==> src/hdl/intcPkg.sv <==
package intcPkg;

	// source count is fixed by the IPRA/IPRB register map
	localparam int NUM_IRQ = 8;

	typedef logic [3:0] prioLevel_t;
	typedef logic [7:0] vector_t;
	typedef logic [3:0] apbAddr_t;
	typedef logic [31:0] apbData_t;
	typedef logic [15:0] intReg_t;
	typedef logic [NUM_IRQ-1:0] irqBus_t;

	typedef enum logic {
		ARB_IDLE,
		ARB_REQUEST
	} arbState_t;

	// byte offsets inside the APB window
	localparam apbAddr_t IPRA_OFFSET = 4'h0;
	localparam apbAddr_t IPRB_OFFSET = 4'h4;
	localparam apbAddr_t ICR_OFFSET = 4'h8;

	// NMIE selects the rising edge of the NMI pin when set
	localparam int ICR_NMIE_BIT = 8;

	localparam intReg_t IPR_WMASK = 16'hFFFF;
	localparam intReg_t ICR_WMASK = 16'h0100;
	localparam intReg_t REG_RESET = 16'h0000;

	// NMI always wins and sits above every maskable level
	localparam prioLevel_t NMI_LEVEL = 4'd15;
	localparam vector_t NMI_VECTOR = 8'd11;

	// IRQ i is taken through vector IRQ_VECTOR_BASE + i
	localparam vector_t IRQ_VECTOR_BASE = 8'd64;

endpackage

==> src/hdl/nmiDetect.sv <==
`timescale 1ns/1ps

module nmiDetect (
	input  logic CLK,
	input  logic RST_N,
	input  logic nmiN,
	input  logic nmiRisingEdge,
	input  logic nmiClear,
	output logic nmiReq
);

	logic sync0;
	logic sync1;
	logic prev;
	logic edgeSeen;

	// the pin idles high, so the stages start high to avoid a false edge out of reset
	always_ff @(posedge CLK or negedge RST_N) begin
		if (!RST_N) begin
			sync0 <= 1'b1;
			sync1 <= 1'b1;
			prev <= 1'b1;
		end else begin
			sync0 <= nmiN;
			sync1 <= sync0;
			prev <= sync1;
		end
	end

	assign edgeSeen = nmiRisingEdge ? (sync1 && !prev) : (!sync1 && prev);

	// a new edge is only taken while no request is outstanding
	always_ff @(posedge CLK or negedge RST_N) begin
		if (!RST_N) begin
			nmiReq <= 1'b0;
		end else if (!nmiReq && edgeSeen) begin
			nmiReq <= 1'b1;
		end else if (nmiClear) begin
			nmiReq <= 1'b0;
		end
	end

	// the request is only withdrawn by the arbiter once it has been acknowledged
	nmiHeldUntilClear: assert property (@(posedge CLK) disable iff (!RST_N)
		$fell(nmiReq) |-> $past(nmiClear));

endmodule

==> src/hdl/irqFilter.sv <==
`timescale 1ns/1ps

module irqFilter (
	input  logic             CLK,
	input  logic             RST_N,
	input  intcPkg::irqBus_t irqN,
	output intcPkg::irqBus_t irqReq
);

	import intcPkg::*;

	// pins are active low, so every stage holds the inverted pin level
	irqBus_t sync0;
	irqBus_t sync1;
	irqBus_t history;

	always_ff @(posedge CLK or negedge RST_N) begin
		if (!RST_N) begin
			sync0 <= '0;
			sync1 <= '0;
			history <= '0;
		end else begin
			sync0 <= ~irqN;
			sync1 <= sync0;
			history <= sync1;
		end
	end

	// two consecutive low samples are needed
	// a single-cycle low glitch never shows up in both stages at once
	assign irqReq = sync1 & history;

endmodule

==> src/hdl/intcRegs.sv <==
`timescale 1ns/1ps

module intcRegs (
	input  logic              CLK,
	input  logic              RST_N,
	input  logic              psel,
	input  logic              penable,
	input  logic              pwrite,
	input  intcPkg::apbAddr_t paddr,
	input  intcPkg::apbData_t pwdata,
	output intcPkg::apbData_t prdata,
	output logic              pready,
	output logic              pslverr,
	output intcPkg::intReg_t  ipra,
	output intcPkg::intReg_t  iprb,
	output logic              nmiRisingEdge
);

	import intcPkg::*;

	intReg_t icr;
	intReg_t wrData;
	logic access;
	logic selIpra;
	logic selIprb;
	logic selIcr;
	logic mapped;

	// read-only bits keep their value, writable bits take the new data
	function automatic intReg_t maskedWrite(intReg_t cur, intReg_t wr, intReg_t mask);
		return (wr & mask) | (cur & ~mask);
	endfunction

	assign access = psel && penable;
	assign wrData = pwdata[15:0];

	assign selIpra = (paddr == IPRA_OFFSET);
	assign selIprb = (paddr == IPRB_OFFSET);
	assign selIcr = (paddr == ICR_OFFSET);
	assign mapped = selIpra || selIprb || selIcr;

	// zero wait states on every access
	assign pready = 1'b1;
	assign pslverr = access && !mapped;

	always_ff @(posedge CLK or negedge RST_N) begin
		if (!RST_N) begin
			ipra <= REG_RESET;
			iprb <= REG_RESET;
			icr <= REG_RESET;
		end else if (access && pwrite) begin
			if (selIpra) begin
				ipra <= maskedWrite(ipra, wrData, IPR_WMASK);
			end
			if (selIprb) begin
				iprb <= maskedWrite(iprb, wrData, IPR_WMASK);
			end
			if (selIcr) begin
				icr <= maskedWrite(icr, wrData, ICR_WMASK);
			end
		end
	end

	// registers sit in the low half word, the upper half always reads zero
	always_comb begin
		prdata = '0;
		if (selIpra) begin
			prdata = {16'h0000, ipra};
		end else if (selIprb) begin
			prdata = {16'h0000, iprb};
		end else if (selIcr) begin
			prdata = {16'h0000, icr};
		end
	end

	assign nmiRisingEdge = icr[ICR_NMIE_BIT];

	// an error is only reported in the access phase of a properly started transfer
	slvErrInAccess: assert property (@(posedge CLK) disable iff (!RST_N)
		pslverr |-> psel && penable && $past(psel && !penable));

endmodule

==> src/hdl/intArbiter.sv <==
`timescale 1ns/1ps

module intArbiter (
	input  logic                CLK,
	input  logic                RST_N,
	input  logic                nmiReq,
	input  intcPkg::irqBus_t    irqReq,
	input  intcPkg::intReg_t    ipra,
	input  intcPkg::intReg_t    iprb,
	input  intcPkg::prioLevel_t cpuMask,
	input  logic                intAck,
	output logic                intReq,
	output intcPkg::prioLevel_t intLevel,
	output intcPkg::vector_t    intVector,
	output logic                nmiClear
);

	import intcPkg::*;

	arbState_t state;
	logic winnerNmi;

	prioLevel_t irqPrio [NUM_IRQ];
	logic grantValid;
	prioLevel_t grantLevel;
	vector_t grantVector;

	// IRQ0 and IRQ4 sit in the top nibble of their register
	always_comb begin
		for (int i = 0; i < 4; i++) begin
			irqPrio[i] = ipra[15 - 4*i -: 4];
			irqPrio[i + 4] = iprb[15 - 4*i -: 4];
		end
	end

	// NMI goes first, then IRQ0 up to IRQ7 in fixed order
	// the IRQ loop runs downwards so the lowest eligible number is left standing
	always_comb begin
		grantValid = 1'b0;
		grantLevel = '0;
		grantVector = '0;
		if (nmiReq) begin
			grantValid = 1'b1;
			grantLevel = NMI_LEVEL;
			grantVector = NMI_VECTOR;
		end else begin
			for (int i = NUM_IRQ - 1; i >= 0; i--) begin
				if (irqReq[i] && (irqPrio[i] > cpuMask)) begin
					grantValid = 1'b1;
					grantLevel = irqPrio[i];
					grantVector = vector_t'(IRQ_VECTOR_BASE + i);
				end
			end
		end
	end

	always_ff @(posedge CLK or negedge RST_N) begin
		if (!RST_N) begin
			state <= ARB_IDLE;
			winnerNmi <= 1'b0;
			intLevel <= '0;
			intVector <= '0;
		end else begin
			case (state)
				ARB_IDLE: begin
					if (grantValid) begin
						state <= ARB_REQUEST;
						winnerNmi <= nmiReq;
						intLevel <= grantLevel;
						intVector <= grantVector;
					end
				end
				ARB_REQUEST: begin
					// the CPU may hold off the acknowledge for as long as it likes
					if (intAck) begin
						state <= ARB_IDLE;
					end
				end
				default: begin
					state <= ARB_IDLE;
				end
			endcase
		end
	end

	assign intReq = (state == ARB_REQUEST);

	// NMI detector drops its request at the same edge that ends the hand-off
	assign nmiClear = (state == ARB_REQUEST) && intAck && winnerNmi;

	// level and vector seen by the CPU do not move while the request is held
	reqPayloadStable: assert property (@(posedge CLK) disable iff (!RST_N)
		intReq && $past(intReq) |-> $stable(intLevel) && $stable(intVector));

	// a request is only withdrawn by an acknowledge taken in the request state
	ackOnlyInRequest: assert property (@(posedge CLK) disable iff (!RST_N)
		$fell(intReq) |-> $past(intAck && state == ARB_REQUEST));

endmodule

==> src/hdl/intcTop.sv <==
`timescale 1ns/1ps

module intcTop (
	input  logic                CLK,
	input  logic                RST_N,
	input  logic                psel,
	input  logic                penable,
	input  logic                pwrite,
	input  intcPkg::apbAddr_t   paddr,
	input  intcPkg::apbData_t   pwdata,
	output intcPkg::apbData_t   prdata,
	output logic                pready,
	output logic                pslverr,
	input  logic                nmiN,
	input  intcPkg::irqBus_t    irqN,
	input  intcPkg::prioLevel_t cpuMask,
	input  logic                intAck,
	output logic                intReq,
	output intcPkg::prioLevel_t intLevel,
	output intcPkg::vector_t    intVector
);

	import intcPkg::*;

	logic nmiReq;
	logic nmiClear;
	logic nmiRisingEdge;
	irqBus_t irqReq;
	intReg_t ipra;
	intReg_t iprb;

	nmiDetect nmiDetect_i (
		.CLK           (CLK),
		.RST_N         (RST_N),
		.nmiN          (nmiN),
		.nmiRisingEdge (nmiRisingEdge),
		.nmiClear      (nmiClear),
		.nmiReq        (nmiReq)
	);

	irqFilter irqFilter_i (
		.CLK    (CLK),
		.RST_N  (RST_N),
		.irqN   (irqN),
		.irqReq (irqReq)
	);

	intcRegs intcRegs_i (
		.CLK           (CLK),
		.RST_N         (RST_N),
		.psel          (psel),
		.penable       (penable),
		.pwrite        (pwrite),
		.paddr         (paddr),
		.pwdata        (pwdata),
		.prdata        (prdata),
		.pready        (pready),
		.pslverr       (pslverr),
		.ipra          (ipra),
		.iprb          (iprb),
		.nmiRisingEdge (nmiRisingEdge)
	);

	intArbiter intArbiter_i (
		.CLK       (CLK),
		.RST_N     (RST_N),
		.nmiReq    (nmiReq),
		.irqReq    (irqReq),
		.ipra      (ipra),
		.iprb      (iprb),
		.cpuMask   (cpuMask),
		.intAck    (intAck),
		.intReq    (intReq),
		.intLevel  (intLevel),
		.intVector (intVector),
		.nmiClear  (nmiClear)
	);

endmodule

==> config.mk <==
export PLATFORM = sky130hd
export DESIGN_NAME = intcTop
export DESIGN_NICKNAME = d
export VERILOG_FILES = /design/src/hdl/intcPkg.sv /design/src/hdl/nmiDetect.sv /design/src/hdl/irqFilter.sv /design/src/hdl/intcRegs.sv /design/src/hdl/intArbiter.sv /design/src/hdl/intcTop.sv
export SDC_FILE = /design/constraint.sdc
export NUM_CORES = 1
export LEC_CHECK = 0
export ABC_AREA = 1
export BUFFER_PORTS_ARGS = -buffer_cell sky130_fd_sc_hd__buf_2
export CAP_MARGIN = 20
export CORE_ASPECT_RATIO = 0.8
export CORE_MARGIN = 3
export CORE_UTILIZATION = 48
export DETAILED_ROUTE_END_ITERATION = 12
export PLACE_DENSITY = 0.76
export SYNTH_ARGS = -nofsm -noshare
export SYNTH_HDL_FRONTEND = slang
export SYNTH_SLANG_ARGS = --single-unit
==> constraint.sdc <==
create_clock -name CLK -period 1.65 [get_ports CLK]
set_input_delay 0.165 -clock CLK [delete_from_list [all_inputs] [get_ports CLK]]
set_output_delay 0.165 -clock CLK [all_outputs]
set_load 0.02 [all_outputs]
* Word level (Yosys, flattened, before mapping)
Index checks and enable logic that the tools add are counted.
W data, S select, Z words.
** Word-level totals
- Register bits after elaboration :: 90
- Word-level logic and storage cells :: 92
** Operators by class
- Order comparisons :: 8
- Equality and inequality tests :: 2
- Multiplexer cells :: 36
- Bitwise gates (word level) :: 4
- Reduce and logical (&&, ||, !) cells :: 28
** Operators with widths (count)
- $mux W32 :: 2
- $mux W7 :: 8
- $mux W4 :: 9
- $gt A4 B4 Y1 :: 8
- $logic_and A1 B1 Y1 :: 16
- $mux W16 :: 1
- $or A9 B16 Y16 :: 1
- $mux W1 :: 14
- $and A8 B8 Y8 :: 1
- $mux W8 :: 1
- $not A8 Y8 :: 1
- $reduce_and A2 Y1 :: 4
- $eq A4 B3 Y1 const B :: 1
- $eq A4 B4 Y1 const B :: 1
- $logic_not A1 Y1 :: 4
- $logic_not A4 Y1 :: 1
- $logic_or A1 B1 Y1 :: 2
- $pmux W1 S2 :: 1
- $reduce_bool A2 Y1 :: 1
- $not A1 Y1 :: 1

* Logic depth before layout (Yosys ltp)
Gate-level depths: netlist (run 1).
- Depth in word-level cells :: 13
- Mapped depth :: 17

* By module
From an unflattened synthesis (run 1), not the netlist that was laid out.
** Unflattened totals
- Cells, all modules :: 564
- Area total of the unflattened synthesis :: 4389.2 µm²
** By module, submodules not included
- intcRegs :: times used 1, cells each 232, area an instance 1795.5 µm², sequential area each 825.8 µm²
- intArbiter :: times used 1, cells each 270, area an instance 1756.7 µm², sequential area each 250.2 µm²
- irqFilter :: times used 1, cells each 48, area an instance 690.7 µm², sequential area each 600.6 µm²
- nmiDetect :: times used 1, cells each 14, area an instance 146.4 µm², sequential area each 103.8 µm²

* Worst setup path after synthesis (run 1)
No wires, ideal clock.
- Path type :: register -> register
- Start :: register intcRegs_i.iprb[11]
- End :: register intArbiter_i.intVector[1]
- Library setup time :: 0.121 ns
- Arrival time :: 1.619 ns
- Path slack :: -0.091 ns
- Cell stages (with the launch flop) :: 12
- Path buffers :: 0
- Period minus slack after synthesis :: 1.741 ns
- Path through :: dfrtp_1 > ha_1 > nand2_2 > inv_2 > a31oi_2 > nand2_4 > nand2_2 > o21ai_1 > nand2_2 > nand2_2 > inv_2 > a21oi_2
** Between the ends
- Word-level cells in the longest chain between the ends :: 10
- Elaborated cells on any way between the ends :: 17
** RTL lines
- start, declared :: line intcRegs.sv:15 : output intcPkg::intReg_t iprb,
- start signal, assigned :: line intcRegs.sv:56 : iprb <= maskedWrite(iprb, wrData, IPR_WMASK);
- $gt A4 B4 Y1 * :: line intArbiter.sv:48 : if (irqReq[i] && (irqPrio[i] > cpuMask)) begin
- $logic_and A1 B1 Y1 * :: line intArbiter.sv:48
- $mux W1 (6 in a row) :: line intArbiter.sv:48
- $mux W1 :: line intArbiter.sv:42 : if (nmiReq) begin
- $reduce_and A2 Y1 (no source line)
- end signal, assigned :: line intArbiter.sv:70 : intVector <= grantVector;
- end, declared :: line intArbiter.sv:14 : output intcPkg::vector_t intVector,
Every way passes the cells marked *; elsewhere a longest branch is shown, timed or not.
A chain may end at the register's enable or synchronous reset.

* Worst setup path in the final report (run 1)
- Start :: register intcRegs_i.iprb[13]
- End :: register intArbiter_i.intLevel[1]
** Between the ends
- Word-level cells in the longest chain between the ends :: 9
- Elaborated cells on any way between the ends :: 15
** RTL lines
- $gt A4 B4 Y1 :: line intArbiter.sv:48
- $logic_and A1 B1 Y1 :: line intArbiter.sv:48
- $mux W1 (5 in a row) :: line intArbiter.sv:48
- $mux W1 :: line intArbiter.sv:42
- $reduce_and A2 Y1 (no source line)
- end signal, assigned :: line intArbiter.sv:69 : intLevel <= grantLevel;
- end, declared :: line intArbiter.sv:13 : output intcPkg::prioLevel_t intLevel,
Parallel ways exist; a longest one is shown, timed or not.

==> impl_metrics.json, run 1 <==
{
  "drcViolationCount": 0,
  "synthCells": 497,
  "area_growth_pct": 41.11,
  "n_antenna_cell": 0,
  "die_w_um": 108.4,
  "fmax_mhz": 541.5,
  "drtAntennaViolNets": 0,
  "gp_congestion": 0.9455,
  "gr-total-overflow": 0,
  "first_global_vias": 3930,
  "antenna_found_initial": 0,
  "cts_buffers": 9,
  "dp_hpwl_um": 8301,
  "synth-seq-cells": 71,
  "placementRows": 29,
  "fin_util_pct": 70.60,
  "totalNegativeSetupSlack_ps": -1456,
  "hold_violations": 0,
  "crit_chain": "ha_4 > inv_2 > nor2_2 > nor2_1 > o21ai_1 > nand2_2 > nand2_2 > nor2_1 > nand2_1 > nand2_4 > nor2_2 > a21oi_1",
  "cts.clk_slew.worst_paths_ps": 80,
  "finalCritPeriodShare_pct": 111.9,
  "rsz0062_at_grt": "true",
  "multi_input_area_sq_um": 2256,
  "routed-via-count": 3803,
  "synth_area_sq_um": 4030,
  "clockBufferDepth": 2,
  "startpoint_type": "register",
  "synth_area_per_cell_sq_um": 8.109,
  "io_pins": 102,
  "leakage_nw": 2.979,
  "die-area_sq_um": 9538,
  "htreeDepth": 3,
  "cap_violations": 0,
  "gr-usage-all-layers_pct": 25.97,
  "start_util_pct": 50.03,
  "synthMuxAreaShare_pct": 0,
  "cts_num_sinks": 71,
  "report.power.total_mw": 5.729,
  "clkLatencyLatePin_ps": 360,
  "end_kind": "register",
  "coreArea_sq_um": 8055,
  "status": "complete, but fails checks",
  "die_h_um": 87.96,
  "crit_fanout": 6,
  "fill_cells": 643,
  "critPathArrivalTime_ps": 2100,
  "irDropWorstVdd_uv": 721.3,
  "critPathRequiredTime_ps": 1900,
  "path_class": "register to register",
  "layout.area.seq_sq_um": 1780,
  "skew_ps": 10.32,
  "violations": "negative setup slack",
  "grt_max_degree": 72,
  "synth-adder-area-share_pct": 9.935,
  "drt-vias-per-instance": 5.030,
  "synth_top_family_by_area": "simple AND/OR/NAND/NOR gates",
  "setup_viol": 9,
  "ys_types": 31,
  "hold_path.class": "input pin to register",
  "wl_per_cell_um": 15.40,
  "first_iter_violations": 212,
  "port-buffer-count": 65,
  "final.setup.worst_slack_ps": -196.6,
  "routed_wl_um": 11640,
  "synth-xor-area-share_pct": 0,
  "place_worst_setup_slack_ps": -335.3,
  "hold-worst-slack_ps": 67.72,
  "grt_pass1_wl_um": 18710,
  "drive_gt1_share_pct": 37.65,
  "cts_tree": "done",
  "nets": 730,
  "finalMaxSlewViolations": 0,
  "cp_top_family": "simple AND/OR/NAND/NOR gates",
  "ys.warnings.count": 0,
  "synth-compound-area-share_pct": 14.56,
  "crit_buf_inv": 1,
  "slowest_delay_ps": 410,
  "power_density_nw_per_um2": 1007,
  "ys_seq_area_share_pct": 44.18,
  "cts_root_buf": "clkbuf_8",
  "slowest_stage": "dfrtp_1",
  "fin_crit_ps": 1847,
  "synthSimpleGateAreaFrac_pct": 19.12,
  "drt-pass1-iter-count": 5
}
==> power by group <==
part	total [mW]	switching (mW)	leakage [nW]	internal (mW)
clock	1.40	0.696	0.0956	0.699
combinational	2.15	1.26	2.01	0.888
sequential	2.18	0.180	0.873	2.00
==> flip-flops by register name (all words and copies together), names as in the netlist <==
signal	cells
intcRegs_i.iprb	16
nmiDetect_i.nmiReq	1
intArbiter_i.intVector	5
intcRegs_i.ipra	16
irqFilter_i.sync1	8
nmiDetect_i.sync0	1
nmiDetect_i.sync1	1
irqFilter_i.history	8
nmiDetect_i.prev	1
intArbiter_i.intReq	1
intcRegs_i.icr	1
irqFilter_i.sync0	8
intArbiter_i.intLevel	4
==> logic make-up (layout without fill, tap and decap cells) <==
family | after synthesis | in the layout
buffers and inverters | 108 | 240
AND/OR/NAND/NOR | 185 | 186
AO/OA/AOI/OAI | 99 | 99
flip-flops | 71 | 71
adder cells (fa/ha/maj) | 32 | 32
other | 2 | 20
==> cell usage after synthesis <==
cell      count  area (sq um)
a21boi_0      1         7.510
a21oi_1      21         105.1
a21oi_2       3         26.28
a22o_1        7         61.31
a31oi_1       1         6.260
a31oi_2       1         12.51
a41oi_1       1         8.760
buf_4        21         157.7
clkbuf_1      7         26.28
conb_1        2         7.510
dfrtp_1      68          1702
dfstp_2       3         78.83
ha_1         32         400.4
inv_1        76         285.3
inv_2         4         15.01
nand2_1     122         457.9
nand2_2       8         50.05
nand2_4       1         11.26
nand3_1      14         70.07
nor2_1       34         127.6
nor2_4        2         22.52
nor3_1        3         15.01
nor3_4        1         16.27
o211ai_1      2         15.01
o21ai_0      46         230.2
o21ai_1       6         30.03
o21ai_2       2         17.52
o21ai_4       1         16.27
o21bai_1      3         22.52
o221ai_1      1         8.760
o22ai_1       3         18.77
==> layer usage <==
| layer | part of all wire, % | routed length, um | track usage [%] | vias to the layer above |
|---|---|---|---|---|
| met2 | 49 | 5699 | 43.41 | 130 |
| met1 | 43 | 5052 | 33.24 | 1805 |
| met3 | 5.9 | 685 | 6.043 | 20 |
| li1 | - | - | - | 1848 |
| met4 | 1.8 | 206 | 9.404 | 0 |
| met5 | 0 | 0 | 0 | - |
==> per-stage QoR <==
stage / instance area, sq um / std cells
after global routing: 5687 / 756
final: 5687 / 756
after detailed placement: 4883 / 714
after floorplan: 4151 / 515
after global placement: 4883 / 714
after CTS: 5504 / 751
==> cell type report <==
type	instances	share of cell area [%]
Clock buffer	9	2.178
Inverter	80	5.281
Clock inverter	7	1.276
Sequential cell	71	31.31
Timing Repair Buffer	144	17.91
Multi-Input combinational cell	337	39.67
Tap cell	108	2.376
==> worst min-delay path, cell delays in order <==
cell	delay [ps]
buf_2	100
inv_1	60
o21ai_1	70
==> final timing paths <==
kind	start	end	slack, ps	cells past startpoint
worst max-delay path	intcRegs_i.iprb[13]	intArbiter_i.intLevel[1]	-200	12
worst min-delay path	pwdata[2]	intcRegs_i.iprb[2]	70	3
worst max register to register	intcRegs_i.iprb[13]	intArbiter_i.intLevel[1]	-200	12
worst min register to register	irqFilter_i.sync0[6]	irqFilter_i.sync1[6]	350	0
max in group asynchronous	RST_N	nmiDetect_i.sync0	960	3
min in group asynchronous	RST_N	intcRegs_i.ipra[0]	360	3
==> timing repair <==
item                                    CTS  global route
buffers inserted                          9             5
endpoints found under the setup margin   10            10
hold endpoints to repair                 78             0
hold buffers                             11             0
cloned                                    1             0
resized for setup                        55            35
pin swaps                                24            19
==> layout by cell type (no fill, tap or decap), drive strengths merged, types with 2 or more instances in the layout <==
master / netlist / layout
buf: 21 / 133
nand2: 131 / 132
inv: 80 / 81
dfrtp: 68 / 68
o21ai: 55 / 55
nor2: 36 / 36
ha: 32 / 32
a21oi: 24 / 24
conb: 2 / 20
nand3: 14 / 14
dlygate4sd3: 0 / 11
clkbuf: 7 / 9
a22o: 7 / 7
nor3: 4 / 4
o22ai: 3 / 3
dfstp: 3 / 3
o21bai: 3 / 3
clkinv: 0 / 3
a31oi: 2 / 2
o211ai: 2 / 2
clkinvlp: 0 / 2
(Power assumes the default switching activity.)
==> run 2, diff against run 1 <==
--- a/config.mk
+++ b/config.mk
@@ -9,7 +9,6 @@
 export BUFFER_PORTS_ARGS = -buffer_cell sky130_fd_sc_hd__buf_2
 export CAP_MARGIN = 20
 export CORE_ASPECT_RATIO = 0.8
-export CORE_MARGIN = 3
 export CORE_UTILIZATION = 48
 export DETAILED_ROUTE_END_ITERATION = 12
 export PLACE_DENSITY = 0.76
==> impl_metrics.json, run 2 (synthesized netlist as in run 1, its figures left out) <==
{
  "cts_tree": "done",
  "io_pins": 102,
  "startpoint": "intcRegs_i.iprb[6]",
  "start_util_pct": 50.26,
  "htreeDepth": 3,
  "area_growth_pct": 40.48,
  "port-buffer-count": 65,
  "cts_buffers": 9,
  "die-area_sq_um": 8769,
  "place_worst_setup_slack_ps": -377.0,
  "gr-total-overflow": 0,
  "cts_root_buf": "clkbuf_8",
  "placed_area_sq_um": 4928,
  "antenna_found_initial": 0,
  "die_w_um": 104.4,
  "dp_hpwl_um": 8239,
  "r2r_start": "intcRegs_i.iprb[6]",
  "nets": 736,
  "wl_met3_um": 665,
  "drt-vias-per-instance": 5.028,
  "placementRows": 29,
  "end_kind": "register",
  "coreArea_sq_um": 8019,
  "clkLatencyLatePin_ps": 370,
  "final.setup.worst_slack_ps": -225.2,
  "crit_chain": "ha_1 > nand2_1 > inv_1 > nand2_1 > nand2_1 > nand2_2 > buf_6 > nand3_2 > nand2_1 > nand2_1 > nand2_1 > nand2_1 > nand2_1 > nand2_1 > a21oi_2",
  "crit_fanout": 4,
  "first_iter_violations": 289,
  "status": "complete, but fails checks",
  "hp-start": "pwdata[15]",
  "crit_buf_inv": 2,
  "fin_crit_ps": 1875,
  "violations": "negative setup slack",
  "irDropWorstVdd_uv": 724.5,
  "cts.clk_slew.worst_paths_ps": 90,
  "fin_area_sq_um": 5662,
  "setup_viol": 10,
  "reg.largest.list": "intcRegs_i.ipra (16), intcRegs_i.iprb (16)",
  "first_global_vias": 3862,
  "p_clk_share_pct": 22.9,
  "routed_wl_um": 11590,
  "critPathRequiredTime_ps": 1950,
  "ff2ff_setup_slack_ps": -230,
  "drtAntennaViolNets": 0,
  "wl_met2_um": 5288,
  "totalNegativeSetupSlack_ps": -1737,
  "n_antenna_cell": 0,
  "wl_per_cell_um": 15.20,
  "final_common_cell": "nand2_1",
  "routed-via-count": 3831,
  "power_density_nw_per_um2": 989.4,
  "top_layer": "met4",
  "path_class": "register to register",
  "layout_common_cells": "108 x nand2_1, 68 x inv_1, 68 x dfrtp_1",
  "switching_share_pct": 38.32,
  "slowest_delay_ps": 400,
  "rsz0062_at_grt": "true",
  "hold_violations": 0,
  "gp_congestion": 0.8970,
  "finalCritPeriodShare_pct": 113.6,
  "slowest_stage": "dfrtp_1",
  "crit_path_frequent_cell": "nand2_1",
  "cap_violations": 0,
  "grt_max_degree": 72,
  "drive_gt1_share_pct": 36.70,
  "fmax_mhz": 533.3,
  "leakage_nw": 2.974,
  "seqPwrFrac_pct": 38.8,
  "drt-pass1-iter-count": 5,
  "die_h_um": 83.96,
  "report.power.total_mw": 5.602,
  "finalMaxSlewViolations": 0,
  "skew_ps": 12.69,
  "p_sw_mw": 2.146,
  "critPathArrivalTime_ps": 2180,
  "cts_num_sinks": 71,
  "clockBufferDepth": 2,
  "gr-usage-all-layers_pct": 27.93,
  "startpoint_type": "register",
  "wl_met1_um": 5347,
  "pwr-share-comb_pct": 38.4,
  "power.internal_mw": 3.455,
  "grt_pass1_wl_um": 18760,
  "cp_top_family": "simple AND/OR/NAND/NOR gates",
  "drcViolationCount": 0,
  "fill_cells": 626,
  "hold_path.class": "input pin to register"
}
run 2: per-stage QoR:
| stage | utilization, % | cells | hold WS, ps |
|---|---|---|---|
| after global placement | 61.46 | 720 | 221.6 |
| after global routing | 70.60 | 762 | 70.90 |
| after CTS | 67.59 | 757 | 50.68 |
| after floorplan | - | 515 | -130.6 |
| after detailed placement | 61.46 | 720 | 223.2 |
| final | 70.60 | 762 | 52.64 |
run 2: tightest hold or removal path, cell delays in order:
cell,delay (ps)
buf_2,90
inv_1,60
o21ai_1,70
run 2: timing repair:
item,4_1_cts,5_1_grt
setup endpoints to repair,10,11
gates resized for setup,33,47
cloned,1,0
endpoints found under the hold margin,78,0
hold buffers,11,0
pin swaps,12,12
setup buffers,9,5
run 2: routing by layer:
layer	global-route usage [%]	vias to the layer above
li1	-	1855
met1	37.65	1805
met2	44.31	138
met3	6.245	33
met4	9.740	0
met5	0	-
run 2: final timing paths:
kind | to | depth (start not counted)
max | intArbiter_i.intLevel[0] | 15
max in group asynchronous | nmiDetect_i.prev | 3
min in group asynchronous | irqFilter_i.sync1[3] | 3
min reg2reg | irqFilter_i.sync1[7] | 0
min | intcRegs_i.ipra[15] | 3
max reg2reg | intArbiter_i.intLevel[0] | 15
run 2: final cells by class:
type,instances,area [sq um],area share (%)
Multi-Input combinational cell,337,2196,38.78
Sequential cell,71,1780,31.45
Timing Repair Buffer,150,1071,18.92
Inverter,80,300.3,5.304
Tap cell,108,135.1,2.387
Clock buffer,9,123.9,2.188
Clock inverter,7,55.05,0.9724
run 2: power by group through the flow:
stage	sequential (mW)	clock (mW)	combinational (mW)
3_5_place_dp	2.19	0	1.73
4_1_cts	2.16	1.31	1.91
6_report	2.17	1.28	2.15
3_3_place_gp	2.18	0	1.69
2_1_floorplan	2.30	0	0.948
5_1_grt	2.20	1.37	2.36
